===== config.mk =====
export PLATFORM = sky130hd
export DESIGN_NAME = williams2_mem_top
export DESIGN_NICKNAME = d
export VERILOG_FILES = /design/src/source/mem_map_pkg.sv /design/src/source/cabinet_pkg.sv /design/src/source/download_ctrl.sv /design/src/source/fetch_port.sv /design/src/source/panel_pulse.sv /design/src/source/control_mapper.sv /design/src/source/williams2_mem_top.sv
export SDC_FILE = /design/constraint.sdc
export NUM_CORES = 1
export LEC_CHECK = 0
export BUFFER_PORTS_ARGS = -buffer_cell sky130_fd_sc_hd__buf_4
export CELL_PAD_IN_SITES_DETAIL_PLACEMENT = 1
export CELL_PAD_IN_SITES_GLOBAL_PLACEMENT = 1
export CORE_AREA = 2 2 141 143
export DETAILED_ROUTE_END_ITERATION = 10
export DIE_AREA = 0 0 143 145
export MAX_ROUTING_LAYER = met4
export PLACE_DENSITY = 0.87
export SYNTH_ARGS = -nofsm -noshare
export SYNTH_HDL_FRONTEND = slang
export SYNTH_SLANG_ARGS = --single-unit

===== constraint.sdc =====
create_clock -name clk_mem -period 2.4 [get_ports clk_mem]
set_clock_uncertainty 0.2 [all_clocks]
set_input_delay 0.48 -clock clk_mem [delete_from_list [all_inputs] [get_ports clk_mem]]
set_output_delay 0.48 -clock clk_mem [all_outputs]
set_load 0.05 [all_outputs]

===== src/source/mem_map_pkg.sv =====
//////////////////////////////////////////////////
// Memory map of the cabinet SDRAM
// Region bases, download indices and CPU address types
//////////////////////////////////////////////////

package mem_map_pkg;

	// Download side
	localparam int DL_ADDR_W = 25;	// Byte address from the loader

	// SDRAM side, 16-bit words
	localparam int MEM_ADDR_W = 23;

	// Byte bases of the ROM regions inside the download image
	localparam logic [31:0] SND_BASE  = 32'h0002_3000;
	localparam logic [31:0] SND2_BASE = 32'h0003_5000;	// Speech board ROMs

	// Graphics sit on port 2 and start at word zero there
	localparam logic [31:0] GFX_BASE  = 32'h0002_5000;

	// Loader index codes
	localparam logic [7:0] ROM_INDEX   = 8'h00;
	localparam logic [7:0] NVRAM_INDEX = 8'hff;	// CMOS save image

	// CPU byte addresses as seen on the fetch ports
	typedef logic [17:0] main_addr_t;
	typedef logic [12:0] snd_addr_t;
	typedef logic [16:0] snd2_addr_t;

endpackage


===== src/source/cabinet_pkg.sv =====
//////////////////////////////////////////////////
// Cabinet definitions
// Game select codes and player button layout
//////////////////////////////////////////////////

package cabinet_pkg;

	// Board variant, selects the control panel wiring
	typedef enum logic [1:0] {
		GAME_TSHOOT  = 2'd0,
		GAME_JOUST2  = 2'd1,
		GAME_INFERNO = 2'd2,
		GAME_MYSTICM = 2'd3
	} game_t;

	// One player's buttons, active high
	typedef logic [13:0] player_t;

	// Bit positions inside player_t
	localparam int BTN_RIGHT   = 0;
	localparam int BTN_LEFT    = 1;
	localparam int BTN_DOWN    = 2;
	localparam int BTN_UP      = 3;
	localparam int BTN_FIRE_A  = 4;
	localparam int BTN_FIRE_B  = 5;
	localparam int BTN_FIRE_C  = 6;
	localparam int BTN_FIRE_D  = 7;
	localparam int BTN_FIRE_E  = 8;
	localparam int BTN_FIRE_F  = 9;
	// Second stick, Inferno fire directions
	localparam int BTN_RIGHT_B = 10;
	localparam int BTN_LEFT_B  = 11;
	localparam int BTN_DOWN_B  = 12;
	localparam int BTN_UP_B    = 13;

endpackage


===== src/source/download_ctrl.sv =====
//////////////////////////////////////////////////
// ROM download writer and core reset sequencer
// Toggles SDRAM write requests per loader byte
//////////////////////////////////////////////////
`timescale 1ns/1ps

module download_ctrl (
	input  logic                               clk_mem,
	input  logic                               reset_i,
	input  logic                               dl_active_i,
	input  logic [7:0]                         dl_index_i,
	input  logic [mem_map_pkg::DL_ADDR_W-1:0]  dl_addr_i,
	input  logic [7:0]                         dl_data_i,
	input  logic                               dl_wr_i,
	input  logic                               user_reset_i,
	output logic                               port1_req_o,
	output logic                               port2_req_o,
	output logic [mem_map_pkg::MEM_ADDR_W-1:0] port1_addr_o,
	output logic [mem_map_pkg::MEM_ADDR_W-1:0] port2_addr_o,
	output logic [1:0]                         port1_be_o,
	output logic [1:0]                         port2_be_o,
	output logic [15:0]                        port_data_o,
	output logic                               rom_wr_o,
	output logic                               nvram_wr_o,
	output logic                               rom_download_o,
	output logic                               core_reset_o
);

	logic [mem_map_pkg::DL_ADDR_W-1:0] gfx_addr;
	logic                              dl_active_d;
	logic                              loaded;

	assign rom_download_o = dl_active_i & (dl_index_i == mem_map_pkg::ROM_INDEX);

	// Graphics port counts from the start of the graphics region
	assign gfx_addr = dl_addr_i - mem_map_pkg::GFX_BASE[mem_map_pkg::DL_ADDR_W-1:0];

	assign port1_addr_o = dl_addr_i[mem_map_pkg::MEM_ADDR_W:1];
	assign port2_addr_o = gfx_addr[mem_map_pkg::MEM_ADDR_W:1];
	assign port1_be_o   = {dl_addr_i[0], ~dl_addr_i[0]};	// Odd byte goes high
	assign port2_be_o   = {gfx_addr[0], ~gfx_addr[0]};
	assign port_data_o  = {dl_data_i, dl_data_i};

	assign rom_wr_o   = dl_wr_i & (dl_index_i == mem_map_pkg::ROM_INDEX);
	assign nvram_wr_o = dl_wr_i & (dl_index_i == mem_map_pkg::NVRAM_INDEX);

	always_ff @(posedge clk_mem) begin
		if (reset_i) begin
			port1_req_o  <= 1'b0;
			port2_req_o  <= 1'b0;
			dl_active_d  <= 1'b0;
			loaded       <= 1'b0;
			core_reset_o <= 1'b1;
		end else begin
			// A flipped toggle is a new SDRAM write
			if (dl_wr_i && rom_download_o) begin
				port1_req_o <= ~port1_req_o;
				port2_req_o <= ~port2_req_o;
			end
			dl_active_d <= dl_active_i;
			if (dl_active_d && !dl_active_i) loaded <= 1'b1;	// Download just ended
			core_reset_o <= user_reset_i | dl_active_i | ~loaded;
		end
	end

endmodule


===== src/source/fetch_port.sv =====
//////////////////////////////////////////////////
// CPU fetch port into the shared ROM SDRAM
// Region offset, word address register, byte lane select
//////////////////////////////////////////////////
`timescale 1ns/1ps

module fetch_port #(
	parameter type         addr_t = logic [17:0],
	parameter logic [31:0] BASE   = 32'h0
) (
	input  logic                               clk_mem,
	input  logic                               rom_download_i,
	input  addr_t                              cpu_addr_i,
	input  logic [15:0]                        word_i,
	output logic [mem_map_pkg::MEM_ADDR_W-1:0] mem_addr_o,
	output logic [7:0]                         byte_o
);

	localparam int AW = $bits(addr_t);

	// Byte address inside the SDRAM, one bit wider than the word address
	logic [mem_map_pkg::MEM_ADDR_W:0] byte_addr;

	assign byte_addr = {{(mem_map_pkg::MEM_ADDR_W + 1 - AW){1'b0}}, cpu_addr_i}
		+ BASE[mem_map_pkg::MEM_ADDR_W:0];

	// Loader owns the memory while a ROM comes in
	always_ff @(posedge clk_mem) begin
		mem_addr_o <= rom_download_i ? '0 : byte_addr[mem_map_pkg::MEM_ADDR_W:1];
	end

	assign byte_o = cpu_addr_i[0] ? word_i[15:8] : word_i[7:0];

endmodule


===== src/source/panel_pulse.sv =====
//////////////////////////////////////////////////
// Panel button pulse stretcher
//////////////////////////////////////////////////
`timescale 1ns/1ps

module panel_pulse #(
	parameter int STRETCH_CYCLES = 'hfffff
) (
	input  logic clk_mem,
	input  logic reset_i,
	input  logic btn_i,
	output logic pulse_o
);

	localparam int CNT_W = $clog2(STRETCH_CYCLES + 1);

	logic             btn_d;
	logic [CNT_W-1:0] count;

	always_ff @(posedge clk_mem) begin
		if (reset_i) begin
			btn_d <= 1'b0;
			count <= '0;
		end else begin
			btn_d <= btn_i;
			if (btn_i && !btn_d) begin
				count <= CNT_W'(STRETCH_CYCLES);	// Restarts a running pulse too
			end else if (count != '0) begin
				count <= count - 1'b1;
			end
		end
	end

	assign pulse_o = (count != '0);

endmodule


===== src/source/control_mapper.sv =====
//////////////////////////////////////////////////
// Control panel mapper
// Player buttons onto the two game input bytes
//////////////////////////////////////////////////
`timescale 1ns/1ps

module control_mapper (
	input  cabinet_pkg::game_t   game_i,
	input  cabinet_pkg::player_t p1_i,
	input  cabinet_pkg::player_t p2_i,
	input  logic                 start1_i,
	input  logic                 start2_i,
	input  logic                 coin1_i,
	input  logic                 coin2_i,
	input  logic                 input_sel_i,
	output logic [7:0]           input1_o,
	output logic [7:0]           input2_o,
	output logic                 coin_o
);

	cabinet_pkg::player_t sel;	// Player picked by the board's mux line
	cabinet_pkg::player_t both;

	assign sel    = input_sel_i ? p2_i : p1_i;
	assign both   = p1_i | p2_i;
	assign coin_o = coin1_i | coin2_i;

	always_comb begin
		input1_o = 8'h00;
		input2_o = 8'h00;

		case (game_i)
			cabinet_pkg::GAME_TSHOOT: begin
				// Gun position bits stay zero without a gun
				input1_o[7] = ~both[cabinet_pkg::BTN_FIRE_A];
				input2_o = {start2_i, start1_i, 4'b0000,
					both[cabinet_pkg::BTN_FIRE_C], both[cabinet_pkg::BTN_FIRE_B]};
			end
			cabinet_pkg::GAME_JOUST2: begin
				input1_o[7:4] = {2'b11, ~p1_i[cabinet_pkg::BTN_FIRE_B],
					~p2_i[cabinet_pkg::BTN_FIRE_B]};
				input1_o[3:0] = ~{1'b0, sel[cabinet_pkg::BTN_FIRE_A],
					sel[cabinet_pkg::BTN_RIGHT], sel[cabinet_pkg::BTN_LEFT]};
			end
			cabinet_pkg::GAME_INFERNO: begin
				// Second stick shares lines with the extra fire buttons
				input1_o = ~{
					sel[cabinet_pkg::BTN_DOWN_B]  | sel[cabinet_pkg::BTN_FIRE_E],
					sel[cabinet_pkg::BTN_RIGHT_B] | sel[cabinet_pkg::BTN_FIRE_D],
					sel[cabinet_pkg::BTN_LEFT_B]  | sel[cabinet_pkg::BTN_FIRE_C],
					sel[cabinet_pkg::BTN_UP_B]    | sel[cabinet_pkg::BTN_FIRE_B],
					sel[cabinet_pkg::BTN_DOWN],
					sel[cabinet_pkg::BTN_RIGHT],
					sel[cabinet_pkg::BTN_LEFT],
					sel[cabinet_pkg::BTN_UP]
				};
				input2_o = {start2_i, start1_i, 4'b0000,
					p2_i[cabinet_pkg::BTN_FIRE_A], p1_i[cabinet_pkg::BTN_FIRE_A]};
			end
			cabinet_pkg::GAME_MYSTICM: begin
				input1_o = {p1_i[cabinet_pkg::BTN_FIRE_A], 1'b0, start2_i, start1_i,
					p1_i[cabinet_pkg::BTN_LEFT], p1_i[cabinet_pkg::BTN_DOWN],
					p1_i[cabinet_pkg::BTN_RIGHT], p1_i[cabinet_pkg::BTN_UP]};
			end
			default: begin
				input1_o = 8'h00;
				input2_o = 8'h00;
			end
		endcase
	end

endmodule


===== src/source/williams2_mem_top.sv =====
//////////////////////////////////////////////////
// Williams gen 2 memory side top level
// Download writer, fetch ports, panel pulses, controls
//////////////////////////////////////////////////
`timescale 1ns/1ps

module williams2_mem_top #(
	parameter int STRETCH_CYCLES = 'hfffff
) (
	input  logic                               clk_mem,
	input  logic                               reset_i,
	input  logic                               dl_active_i,
	input  logic [7:0]                         dl_index_i,
	input  logic [mem_map_pkg::DL_ADDR_W-1:0]  dl_addr_i,
	input  logic [7:0]                         dl_data_i,
	input  logic                               dl_wr_i,
	input  logic                               user_reset_i,
	output logic                               port1_req_o,
	output logic                               port2_req_o,
	output logic [mem_map_pkg::MEM_ADDR_W-1:0] port1_addr_o,
	output logic [mem_map_pkg::MEM_ADDR_W-1:0] port2_addr_o,
	output logic [1:0]                         port1_be_o,
	output logic [1:0]                         port2_be_o,
	output logic [15:0]                        port_data_o,
	output logic                               rom_wr_o,
	output logic                               nvram_wr_o,
	output logic                               core_reset_o,
	input  mem_map_pkg::main_addr_t            main_addr_i,
	input  mem_map_pkg::snd_addr_t             snd_addr_i,
	input  mem_map_pkg::snd2_addr_t            snd2_addr_i,
	input  logic [15:0]                        main_word_i,
	input  logic [15:0]                        snd_word_i,
	input  logic [15:0]                        snd2_word_i,
	output logic [mem_map_pkg::MEM_ADDR_W-1:0] main_mem_addr_o,
	output logic [mem_map_pkg::MEM_ADDR_W-1:0] snd_mem_addr_o,
	output logic [mem_map_pkg::MEM_ADDR_W-1:0] snd2_mem_addr_o,
	output logic [7:0]                         main_byte_o,
	output logic [7:0]                         snd_byte_o,
	output logic [7:0]                         snd2_byte_o,
	input  logic                               adv_btn_i,
	input  logic                               hsr_btn_i,
	output logic                               advance_o,
	output logic                               hs_reset_o,
	input  cabinet_pkg::game_t                 game_i,
	input  cabinet_pkg::player_t               p1_i,
	input  cabinet_pkg::player_t               p2_i,
	input  logic                               start1_i,
	input  logic                               start2_i,
	input  logic                               coin1_i,
	input  logic                               coin2_i,
	input  logic                               input_sel_i,
	output logic [7:0]                         input1_o,
	output logic [7:0]                         input2_o,
	output logic                               coin_o
);

	logic rom_download;	// Parks all fetch ports at zero

	download_ctrl u_download_ctrl (
		.clk_mem        (clk_mem),
		.reset_i        (reset_i),
		.dl_active_i    (dl_active_i),
		.dl_index_i     (dl_index_i),
		.dl_addr_i      (dl_addr_i),
		.dl_data_i      (dl_data_i),
		.dl_wr_i        (dl_wr_i),
		.user_reset_i   (user_reset_i),
		.port1_req_o    (port1_req_o),
		.port2_req_o    (port2_req_o),
		.port1_addr_o   (port1_addr_o),
		.port2_addr_o   (port2_addr_o),
		.port1_be_o     (port1_be_o),
		.port2_be_o     (port2_be_o),
		.port_data_o    (port_data_o),
		.rom_wr_o       (rom_wr_o),
		.nvram_wr_o     (nvram_wr_o),
		.rom_download_o (rom_download),
		.core_reset_o   (core_reset_o)
	);

	// Main CPU program ROM starts at byte zero
	fetch_port #(.addr_t(mem_map_pkg::main_addr_t), .BASE(32'h0)) u_main_port (
		.clk_mem        (clk_mem),
		.rom_download_i (rom_download),
		.cpu_addr_i     (main_addr_i),
		.word_i         (main_word_i),
		.mem_addr_o     (main_mem_addr_o),
		.byte_o         (main_byte_o)
	);

	fetch_port #(.addr_t(mem_map_pkg::snd_addr_t), .BASE(mem_map_pkg::SND_BASE)) u_snd_port (
		.clk_mem        (clk_mem),
		.rom_download_i (rom_download),
		.cpu_addr_i     (snd_addr_i),
		.word_i         (snd_word_i),
		.mem_addr_o     (snd_mem_addr_o),
		.byte_o         (snd_byte_o)
	);

	fetch_port #(
		.addr_t (mem_map_pkg::snd2_addr_t),
		.BASE   (mem_map_pkg::SND2_BASE)
	) u_snd2_port (
		.clk_mem        (clk_mem),
		.rom_download_i (rom_download),
		.cpu_addr_i     (snd2_addr_i),
		.word_i         (snd2_word_i),
		.mem_addr_o     (snd2_mem_addr_o),
		.byte_o         (snd2_byte_o)
	);

	panel_pulse #(.STRETCH_CYCLES(STRETCH_CYCLES)) u_advance (
		.clk_mem (clk_mem),
		.reset_i (reset_i),
		.btn_i   (adv_btn_i),
		.pulse_o (advance_o)
	);

	panel_pulse #(.STRETCH_CYCLES(STRETCH_CYCLES)) u_hs_reset (
		.clk_mem (clk_mem),
		.reset_i (reset_i),
		.btn_i   (hsr_btn_i),
		.pulse_o (hs_reset_o)
	);

	control_mapper u_control_mapper (
		.game_i      (game_i),
		.p1_i        (p1_i),
		.p2_i        (p2_i),
		.start1_i    (start1_i),
		.start2_i    (start2_i),
		.coin1_i     (coin1_i),
		.coin2_i     (coin2_i),
		.input_sel_i (input_sel_i),
		.input1_o    (input1_o),
		.input2_o    (input2_o),
		.coin_o      (coin_o)
	);

endmodule


# [Word-level counts from Yosys, hierarchy flattened]
# Index checks and enable logic that the tools add are counted.
[op_classes] addsub=5 eq_ne=4 muxes=11 bitwise=21 reduce_logical=13
[ops] op="20-bit two-way mux" count=4
[ops] op="20-bit nonzero test" count=2
[ops] op="20-bit by 1-bit subtractor with 20-bit output (second input constant)" count=2
[ops] op="8-bit two-way mux" count=3
[ops] op="24-bit by 18-bit subtractor with 24-bit output (second input constant)" count=1
[ops] op="7-bit one-hot mux with 3 select lines" count=1
[ops] op="13-bit by 18-bit adder with 19-bit output (second input constant)" count=1
[ops] op="17-bit by 18-bit adder with 19-bit output (second input constant)" count=1
[ops] op="8-bit one-hot mux with 2 select lines" count=1
[ops] op="14-bit two-way mux" count=1
[ops] op="8-bit == test (second input constant)" count=1
[ops] op="8-bit zero test" count=1
[ops] op="1-bit inverter" count=8
[ops] op="8-bit inverter" count=1
[ops] op="1-bit bitwise OR" count=7
[ops] op="7-bit bitwise OR" count=1
[ops] op="2-bit == test (second input constant)" count=2
[ops] op="1-bit logical AND" count=4
[ops] op="3-bit inverter with 4-bit output" count=1
[ops] op="1-bit one-hot mux with 4 select lines" count=1
[ops] op="2-bit nonzero test" count=2
[ops] op="1-bit bitwise AND" count=3
[ops] op="1-bit zero test" count=3
[ops] op="2-bit by 1-bit == test with 1-bit output (second input constant)" count=1
[ops] op="2-bit zero test" count=1
[totals] regBits=110 input_bits=179 word_cells=66

# [Longest topological paths before layout]
# Gate-level depths: netlist (run 1).
[depth] ltp_word=4 mapped_depth=10

# [Hierarchy]
# From an unflattened synthesis (run 1), not the netlist that was laid out.
[hier_totals] hier_cells=604 area_unflattened_um2=5452.7
[by_module_without_submodules] module="panel_pulse" instances=2 cells_each=139 area_per_inst_um2=1192.4 seq_area_each_um2=420.4
[by_module_without_submodules] module="download_ctrl" instances=1 cells_each=108 area_per_inst_um2=797.0 seq_area_each_um2=100.1
[by_module_without_submodules] module="fetch_port (u_snd2_port)" instances=1 cells_each=61 area_per_inst_um2=704.4 seq_area_each_um2=360.3
[by_module_without_submodules] module="fetch_port (u_main_port)" instances=1 cells_each=51 area_per_inst_um2=634.4 seq_area_each_um2=340.3
[by_module_without_submodules] module="fetch_port (u_snd_port)" instances=1 cells_each=48 area_per_inst_um2=570.5 seq_area_each_um2=280.3
[by_module_without_submodules] module="control_mapper" instances=1 cells_each=58 area_per_inst_um2=361.6 seq_area_each_um2=0.0

# [Least setup slack after synthesis (run 1)]
# No wires, ideal clock.
[synth_timing] path_type="input to output" from="input dl_addr_i[12] in the netlist's numbering" to="output port2_addr_o[21] in the netlist's numbering" t_arrival_ns=2.325 slack_ns=-0.605 cell_stages=7 cell_sequence="inv_1 -> ha_1 -> nor2b_1 -> nand2b_1 -> a21o_1 -> nor2_1 -> xor2_1"
[synth_between] elab_chain_len=1
[synth_lines] item="start, declared" line="williams2_mem_top.sv:14" source="input logic [mem_map_pkg::DL_ADDR_W-1:0] dl_addr_i,"
[synth_lines] item="24-bit by 18-bit subtractor with 24-bit output" line="download_ctrl.sv:36" source="assign gfx_addr = dl_addr_i - mem_map_pkg::GFX_BASE[mem_map_pkg::DL_ADDR_W-1:0];"
[synth_lines] item="end, declared" line="williams2_mem_top.sv:21" source="output logic [mem_map_pkg::MEM_ADDR_W-1:0] port2_addr_o,"
# No other way between the ends.

# [Worst setup path after layout (run 1)]
[layout_timing] from="input dl_addr_i[12] in the netlist's numbering" to="output port2_addr_o[19] in the netlist's numbering"
# Same word-level chain as after synthesis.

==> results.md, run 1 <==
* WL final at 17000 um
* Initial drt markers at between 100 and 150
* Via Count at approximately 4900
* Max cap viols at 0
* Worst-Margin Slew at a little over 0.5 ns
* CP max FO at 3
* Fin area at 7860 um2
* Core area at slightly below 20000 um2
* Achievable clock frequency at between 400 and 500 MHz
* Routability Congestion at between 0.8 and 0.9
* Seq cells post-synth at 96
* Worst Setup Start Kind: input port
* Post-DP HPWL at between 10000 and 15000 um
* Routed len/inst at 15.7 um
* Core Util, Final at 0.409
* Largest cells by area after synthesis: dfxtp_1 (37%), buf_4 (11%), nor2b_1 (6.3%)
* # setup viols final at 0
* Root Buffer: clkbuf_16
* Post-layout min period at 2.39 ns
* Synth area leader: dfxtp_1
* Post-DR vias/cell at about 4.5
* Layout Nets at 1002
* First-pass GRT wire length at 26700 um
* Max-slew violations at 0
* Post-synthesis cell type count at a little under 60
* Clock-pin slew on the worst setup and hold paths at approximately 0.070 ns
* Max rail drop VDD at approximately 0.41 mV
* Pre-antenna DRT Iters at 4
* Share of power burned in the clock network at 0.321
* TritonCTS clock tree: done
* Cell Area, Placed at 7310 um2
* Gate Count Post-Synth at just under 600
* DRC at 0
* Chip height at between 100 and 150 um
* GRT overflow at 0
* Int Power at roughly 3.3 mW
* Final Hold Vio Count at 0
* Largest net degree at the start of global routing at 48
* Worst-skew pair later-pin latency at approximately 0.35 ns
* ANT cells at 0
* Die area at just over 20000 um2
* Synthesized area at 5190 um2
* Kind of critical path: in -> out
* Initial Util at 0.270
* Clock H-tree levels at 3
* Area delta synth->final at 51.4%
* Avg Cell Area, Syn at approximately 9.0 um2
* Post-synth EDFFs at 0
* Async SR Flop Fraction at 0
* Critical Path End Type: primary output
* Sw Share at 0.342
* Initial antenna violation count at 0
* Seq. cell area at ~1900 um2
* Period utilisation layout at 0.998
* PwrDens at 633 nW/um2
* Vias in the first global route at around 5300
* Primary FF master, synth: dfxtp_1
* RSZ-0062 raised after global routing: yes
* Sw power at ~1.7 mW
* Clock Tree Buf Depth at 2
* CP required at approximately 1.7 ns
* Die W at between 100 and 150 um
* Hold WC Path Type: in -> reg
* Worst EP arrival at around 1.7 ns
* Sequential share of power at 0.365
* Placed insts at between 1000 and 1500
* Hold slack at between 0.09 and 0.1 ns
* Syn. warnings at 0
* Global-route usage over all layers at 0.165
* Slew margin rel. at 0.664
* IO Port Bufs at roughly 280
* Leak at approximately 3.5 nW
* Non-Filler Instances at approximately 1100
* Clk sinks at 96
* CTS buffer count at 9
* Combinational share of power at 0.315
* Outcome: finished, final reports clean
* Layout cells sized above 1 at 0.495
* # rows at a little over 50
* Remaining antenna violation count at 0
* Fill cell count at ~2200
* Top cell type's share of synthesized area at 0.370
* Sequential fraction of the synthesis area at 0.370
* Multi-input logic area at 2830 um2
* Final TNS setup at 0 ns
* # IOs at roughly 360
layout make-up:
cell class              count  share of cell area
clock buffers              11              0.0309
clock inverters             5              0.0108
inverters                  17             0.00956
multi-input cells         383               0.360
flip-flops and latches     96               0.245
well taps                 265              0.0422
repair buffers            310               0.302
cells in the mapped netlist (3+ instances only):
cell type	n
dfxtp_1	96
buf_4	78
nor2b_1	52
a21oi_1	42
nor2_1	36
mux2_2	25
nor3_1	21
clkbuf_1	18
nand2_1	17
xor2_1	17
inv_1	16
xnor2_1	16
o21ai_0	15
or3_1	12
a31oi_1	11
a211oi_1	7
nand3_1	7
and4_1	6
ha_1	6
nand2b_1	6
nand4_1	5
a311oi_1	4
and2_1	4
buf_6	4
nor3_2	4
nor4_1	4
o22ai_1	4
or4_1	4
clkbuf_8	3
placed cells by master, fill, tap and decap left out, types with 9 or more instances in the layout:
master and instances:
nor2_1 33, o21ai_0 13, or3_1 11, nor3_1 16
dfxtp_1 92, nand2_1 16, inv_1 14, xor2_1 12
mux2_2 25, a21oi_1 42, xnor2_1 15, a31oi_1 10
nor2b_1 51, buf_4 301, conb_1 23, clkbuf_16 9
per-layer routing:
layer  up-vias  part of all wire  global-route usage
li1       2365                 -                   -
met3        34             0.068              0.0485
met5         -                 0                   -
met4         0             0.024              0.0609
met1      2302              0.38               0.173
met2       197              0.53               0.292
sequential cells by signal, summed over array words and instances (netlist names), 14 cells and up:
| signal | flops |
|---|---|
| u_advance.count | 20 |
| u_hs_reset.count | 20 |
| u_main_port.mem_addr_o | 17 |
| u_snd2_port.mem_addr_o | 18 |
| u_snd_port.mem_addr_o | 14 |
repair_timing:
action,in CTS,in global routing
setup buffers,3,6
hold buffers,0,0
pin swaps,8,8
setup endpoints to repair,8,6
cloned,0,0
resized for setup,23,17
path summary, 6_finish.rpt:
check                           slack (ns)              startpoint  cells past startpoint                            to
worst max register to register        0.15     u_hs_reset.count[0]                      8          u_hs_reset.count[13]
worst max-delay path                 0.005           dl_addr_i[12]                     10              port2_addr_o[19]
worst min-delay path                  0.09          snd_addr_i[12]                      2     u_snd_port.mem_addr_o[12]
worst min register to register        0.20  u_download_ctrl.loaded                      1  u_download_ctrl.core_reset_o
cells by family after synthesis:
logic type	count (synthesis)	share of synthesized area
simple gates	196	0.226
buf+inv	121	0.157
compound gates	97	0.115
flops	96	0.370
xor+xnor	33	0.0557
mux	28	0.0610
fa+ha+maj	6	0.0145
other cells	1	0.000723
power groups by stage:
stage          combinational, mW  sequential [mW]  clock [mW]
2_1_floorplan               1.03             1.99           0
3_3_place_gp                1.48             1.83           0
3_5_place_dp                1.52             1.84           0
4_1_cts                     1.54             1.81        1.65
5_1_grt                     1.66             1.83        1.72
6_report                    1.56             1.81        1.59
metrics by stage:
step	total power, mW	setup slack (ns)
after global placement	3.31	-0.134
after floorplan	3.02	-0.128
after detailed placement	3.35	-0.163
after CTS	5.00	-0.0595
final	4.97	0.00503
after global routing	5.21	-0.0697
worst max-delay path, stage by stage:
cell,delay (ns)
buf_8,0.11
clkinvlp_4,0.07
ha_4,0.13
nor2b_2,0.04
nand2b_4,0.14
a21o_1,0.18
buf_6,0.12
nor2_4,0.12
xor2_4,0.14
buf_6,0.17
(Power assumes the default switching activity.)
==> inputs of run 2 (changes only) <==
- ABC_AREA: unset -> 1
- CORE_AREA: 2 2 141 143 -> unset
- CORE_ASPECT_RATIO: unset -> 1.2
- CORE_MARGIN: unset -> 2
- CORE_UTILIZATION: unset -> 28
- DIE_AREA: 0 0 143 145 -> unset
- PLACE_DENSITY: 0.87 -> 0.9
==> run 2 against run 1 <==
Effect of this change:
- combinational power rose by 6%
- core utilization fell by 0.34 points
- flip-flop and latch count did not move
- die area rose by 2.1%
- routed wire length rose by 18%
- critical path depth did not move
==> results.md, run 2 <==
* Outcome: finished, final reports clean (unchanged)
* Vias in the first global route at 6099 (was 5257)
* Initial drt markers at 201 (was 127)
* Async SR Flop Fraction at 0 (unchanged)
* Clock H-tree levels at 3 (unchanged)
* PwrDens at 607 nW/um2 (was 633 nW/um2)
* DP Worst Slack at -0.135 ns (was -0.163 ns)
* Core Util, Final at 0.406 (was 0.409)
* Int Power at 2.99 mW (was 3.27 mW)
* Primary FF master, synth: dfxtp_1 (unchanged)
* TritonCTS clock tree: done (unchanged)
* CP required at 1.72 ns (about the same)
* Worst Setup Start Kind: input port (unchanged)
* IO Port Bufs at 278 (unchanged)
* Post-DP HPWL at 16500 um (was 13400 um)
* FF-to-FF setup slack at 0.33 ns (was 0.15 ns)
* Initial Util at 0.286 (was 0.270)
* Layout cells sized above 1 at 0.370 (was 0.495)
* Kind of critical path: in -> out (unchanged)
* Most frequent cells in the layout: buf_4 (287), nor2_1 (152), inv_1 (109) (was buf_4 (301), dfxtp_1 (92), nor2b_1 (51))
* Worst-Margin Slew at 0.539 ns (was 0.504 ns)
* Layout Nets at 1206 (was 1002)
* GRT overflow at 0 (unchanged)
* Post-synthesis cell type count at 39 (was 59)
* Routed len/inst at 15.6 um (was 15.7 um)
* # rows at 56 (was 51)
* Root Buffer: clkbuf_16 (unchanged)
* Routability Congestion at 0.880 (was 0.820)
* Max-slew violations at 0 (unchanged)
* Largest cells by area after synthesis: dfxtp_1 (34%), buf_4 (11%), nor2_1 (10%) (was dfxtp_1 (37%), buf_4 (11%), nor2b_1 (6.3%))
* CP max FO at 3 (unchanged)
* Clock Tree Buf Depth at 2 (unchanged)
* Setup ws final at 0.0358 ns (was 0.00503 ns)
* Avg Cell Area, Syn at 7.05 um2 (was 8.98 um2)
* # setup viols final at 0 (unchanged)
* Hold slack at 0.0934 ns (was 0.0923 ns)
* Clock-pin slew on the worst setup and hold paths at 0.07 ns (about the same)
* Critical Path End Type: primary output (unchanged)
* Achievable clock frequency at 423 MHz (was 418 MHz)
* Post-DR vias/cell at 4.56 (was 4.51)
* Fin area at 7960 um2 (was 7860 um2)
* Remaining antenna violation count at 0 (unchanged)
* Initial antenna violation count at 1 (was 0)
* Global-route usage over all layers at 0.189 (was 0.165)
* Final TNS setup at 0 ns (unchanged)
* # IOs at 362 (unchanged)
* Post-synth EDFFs at 0 (unchanged)
* Multi-input logic area at 2810 um2 (was 2830 um2)
* Area delta synth->final at 42.0% (was 51.4%)
* Period utilisation layout at 0.985 (was 0.998)
* Max rail drop VDD at 0.304 mV (was 0.408 mV)
* Seq. cell area at 1920 um2 (was 1930 um2)
* Gate Count Post-Synth at 795 (was 578)
* # hold bufs at CTS at 0 (unchanged)
* Syn. warnings at 0 (unchanged)
* CTS buffer count at 9 (unchanged)
* Largest net degree at the start of global routing at 49 (was 48)
* Chip height at 159 um (was 145 um)
* Cell Area, Placed at 7620 um2 (was 7310 um2)
* Top cell type's share of synthesized area at 0.343 (was 0.370)
* Sequential fraction of the synthesis area at 0.343 (was 0.370)
* First-pass GRT wire length at 30800 um (was 26700 um)
* Fill cell count at 2510 (was 2226)
* Share of power burned in the clock network at 0.283 (was 0.321)
* Commonest non-fill, non-tap cell in the layout: buf_4 (unchanged)
* Die area at 21200 um2 (was 20700 um2)
* Final Hold Vio Count at 0 (unchanged)
* Die W at 133 um (was 143 um)
* Sw power at 1.84 mW (was 1.70 mW)
* Hold WC Path Type: in -> reg (unchanged)
* Top cells by count, synth: nor2_1 (153), inv_1 (112), nand2_1 (108) (was dfxtp_1 (96), buf_4 (78), nor2b_1 (52))
* Synth area leader: dfxtp_1 (unchanged)
* Sequential share of power at 0.372 (was 0.365)
* DRC at 0 (unchanged)
* Sw Share at 0.380 (was 0.342)
* Worst-skew pair later-pin latency at 0.35 ns (about the same)
* Pre-antenna DRT Iters at 4 (unchanged)
* Core area at 19600 um2 (was 19200 um2)
* Slew margin rel. at 0.640 (was 0.664)
* Synthesized area at 5600 um2 (was 5190 um2)
* ANT cells at 0 (unchanged)
* Clk sinks at 96 (unchanged)
* WL final at 20100 um (was 17000 um)
* Via Count at 5864 (was 4898)
* Leak at 3.98 nW (was 3.48 nW)
* Largest registers: u_advance.count: 20 flops, u_hs_reset.count: 20 flops, u_snd2_port.mem_addr_o: 18 flops (unchanged)
* Worst EP arrival at 1.68 ns (was 1.71 ns)
* Combinational share of power at 0.345 (was 0.315)
* Max cap viols at 0 (unchanged)
* Post-layout min period at 2.36 ns (was 2.39 ns)
* Seq cells post-synth at 96 (unchanged)
* Top-count cell post-synth: nor2_1 (was dfxtp_1)
==> run 2: cell families (layout without fill, tap and decap cells) <==
group           after synthesis  count (layout)  share of synthesized area
mux                          25              25                     0.0500
flops                        96              96                      0.343
buf+inv                     211             420                      0.199
fa+ha+maj                     6               6                     0.0134
other cells                   1              23                   0.000669
xor+xnor                     13              13                     0.0203
simple gates                369             369                      0.300
compound gates               74              74                     0.0735
==> run 2: worst max-delay path, cell delays in order <==
cell	delay [ns]
buf_4	0.13
clkinvlp_4	0.08
ha_4	0.13
inv_2	0.03
a21oi_2	0.17
nand2_2	0.09
nand2_4	0.13
nand3_4	0.10
xnor2_4	0.17
buf_6	0.17
==> run 2: what timing repair did <==
action                                 CTS  global route
setup endpoints to repair                4             3
setup buffers                            0             2
endpoints found under the hold margin    0             0
pin swaps                                0             5
gates resized for setup                  7             6
==> run 2: final timing paths <==
check                    startpoint                           end  cells past startpoint
max                   dl_addr_i[12]              port2_addr_o[19]                     10
min reg2reg  u_download_ctrl.loaded  u_download_ctrl.core_reset_o                      1
min                  snd_addr_i[12]     u_snd_port.mem_addr_o[12]                      2
max reg2reg     u_hs_reset.count[0]          u_hs_reset.count[14]                     10
==> run 2: through the flow <==
| step | cells | total power [mW] |
|---|---|---|
| 2_1_floorplan | 817 | 3.10 |
| 3_3_place_gp | 1269 | 3.43 |
| 3_5_place_dp | 1269 | 3.48 |
| 4_1_cts | 1285 | 4.86 |
| 5_1_grt | 1287 | 5.06 |
| 6_report | 1287 | 4.83 |
==> run 2: area by class of cell <==
class,instances,share of cell area
clock buffer,11,0.0292
clock inverter,5,0.00519
inverter,114,0.0543
multi-input combinational,510,0.353
sequential,96,0.242
tap,261,0.0410
timing repair buffer,290,0.276
==> run 2: layer usage <==
metal,GRT usage,vias up,share of wire
li1,-,2848,-
met1,0.205,2775,0.40
met2,0.329,211,0.50
met3,0.0551,30,0.070
met4,0.0653,0,0.021
met5,-,-,0
==> run 2: power by group through the flow <==
stage | clock network (mW) | registers [mW] | logic [mW]
global route | 1.47 | 1.81 | 1.78
CTS | 1.41 | 1.80 | 1.66
detailed placement | 0 | 1.83 | 1.65
finish | 1.37 | 1.80 | 1.66
floorplan | 0 | 1.97 | 1.12
global placement | 0 | 1.82 | 1.61
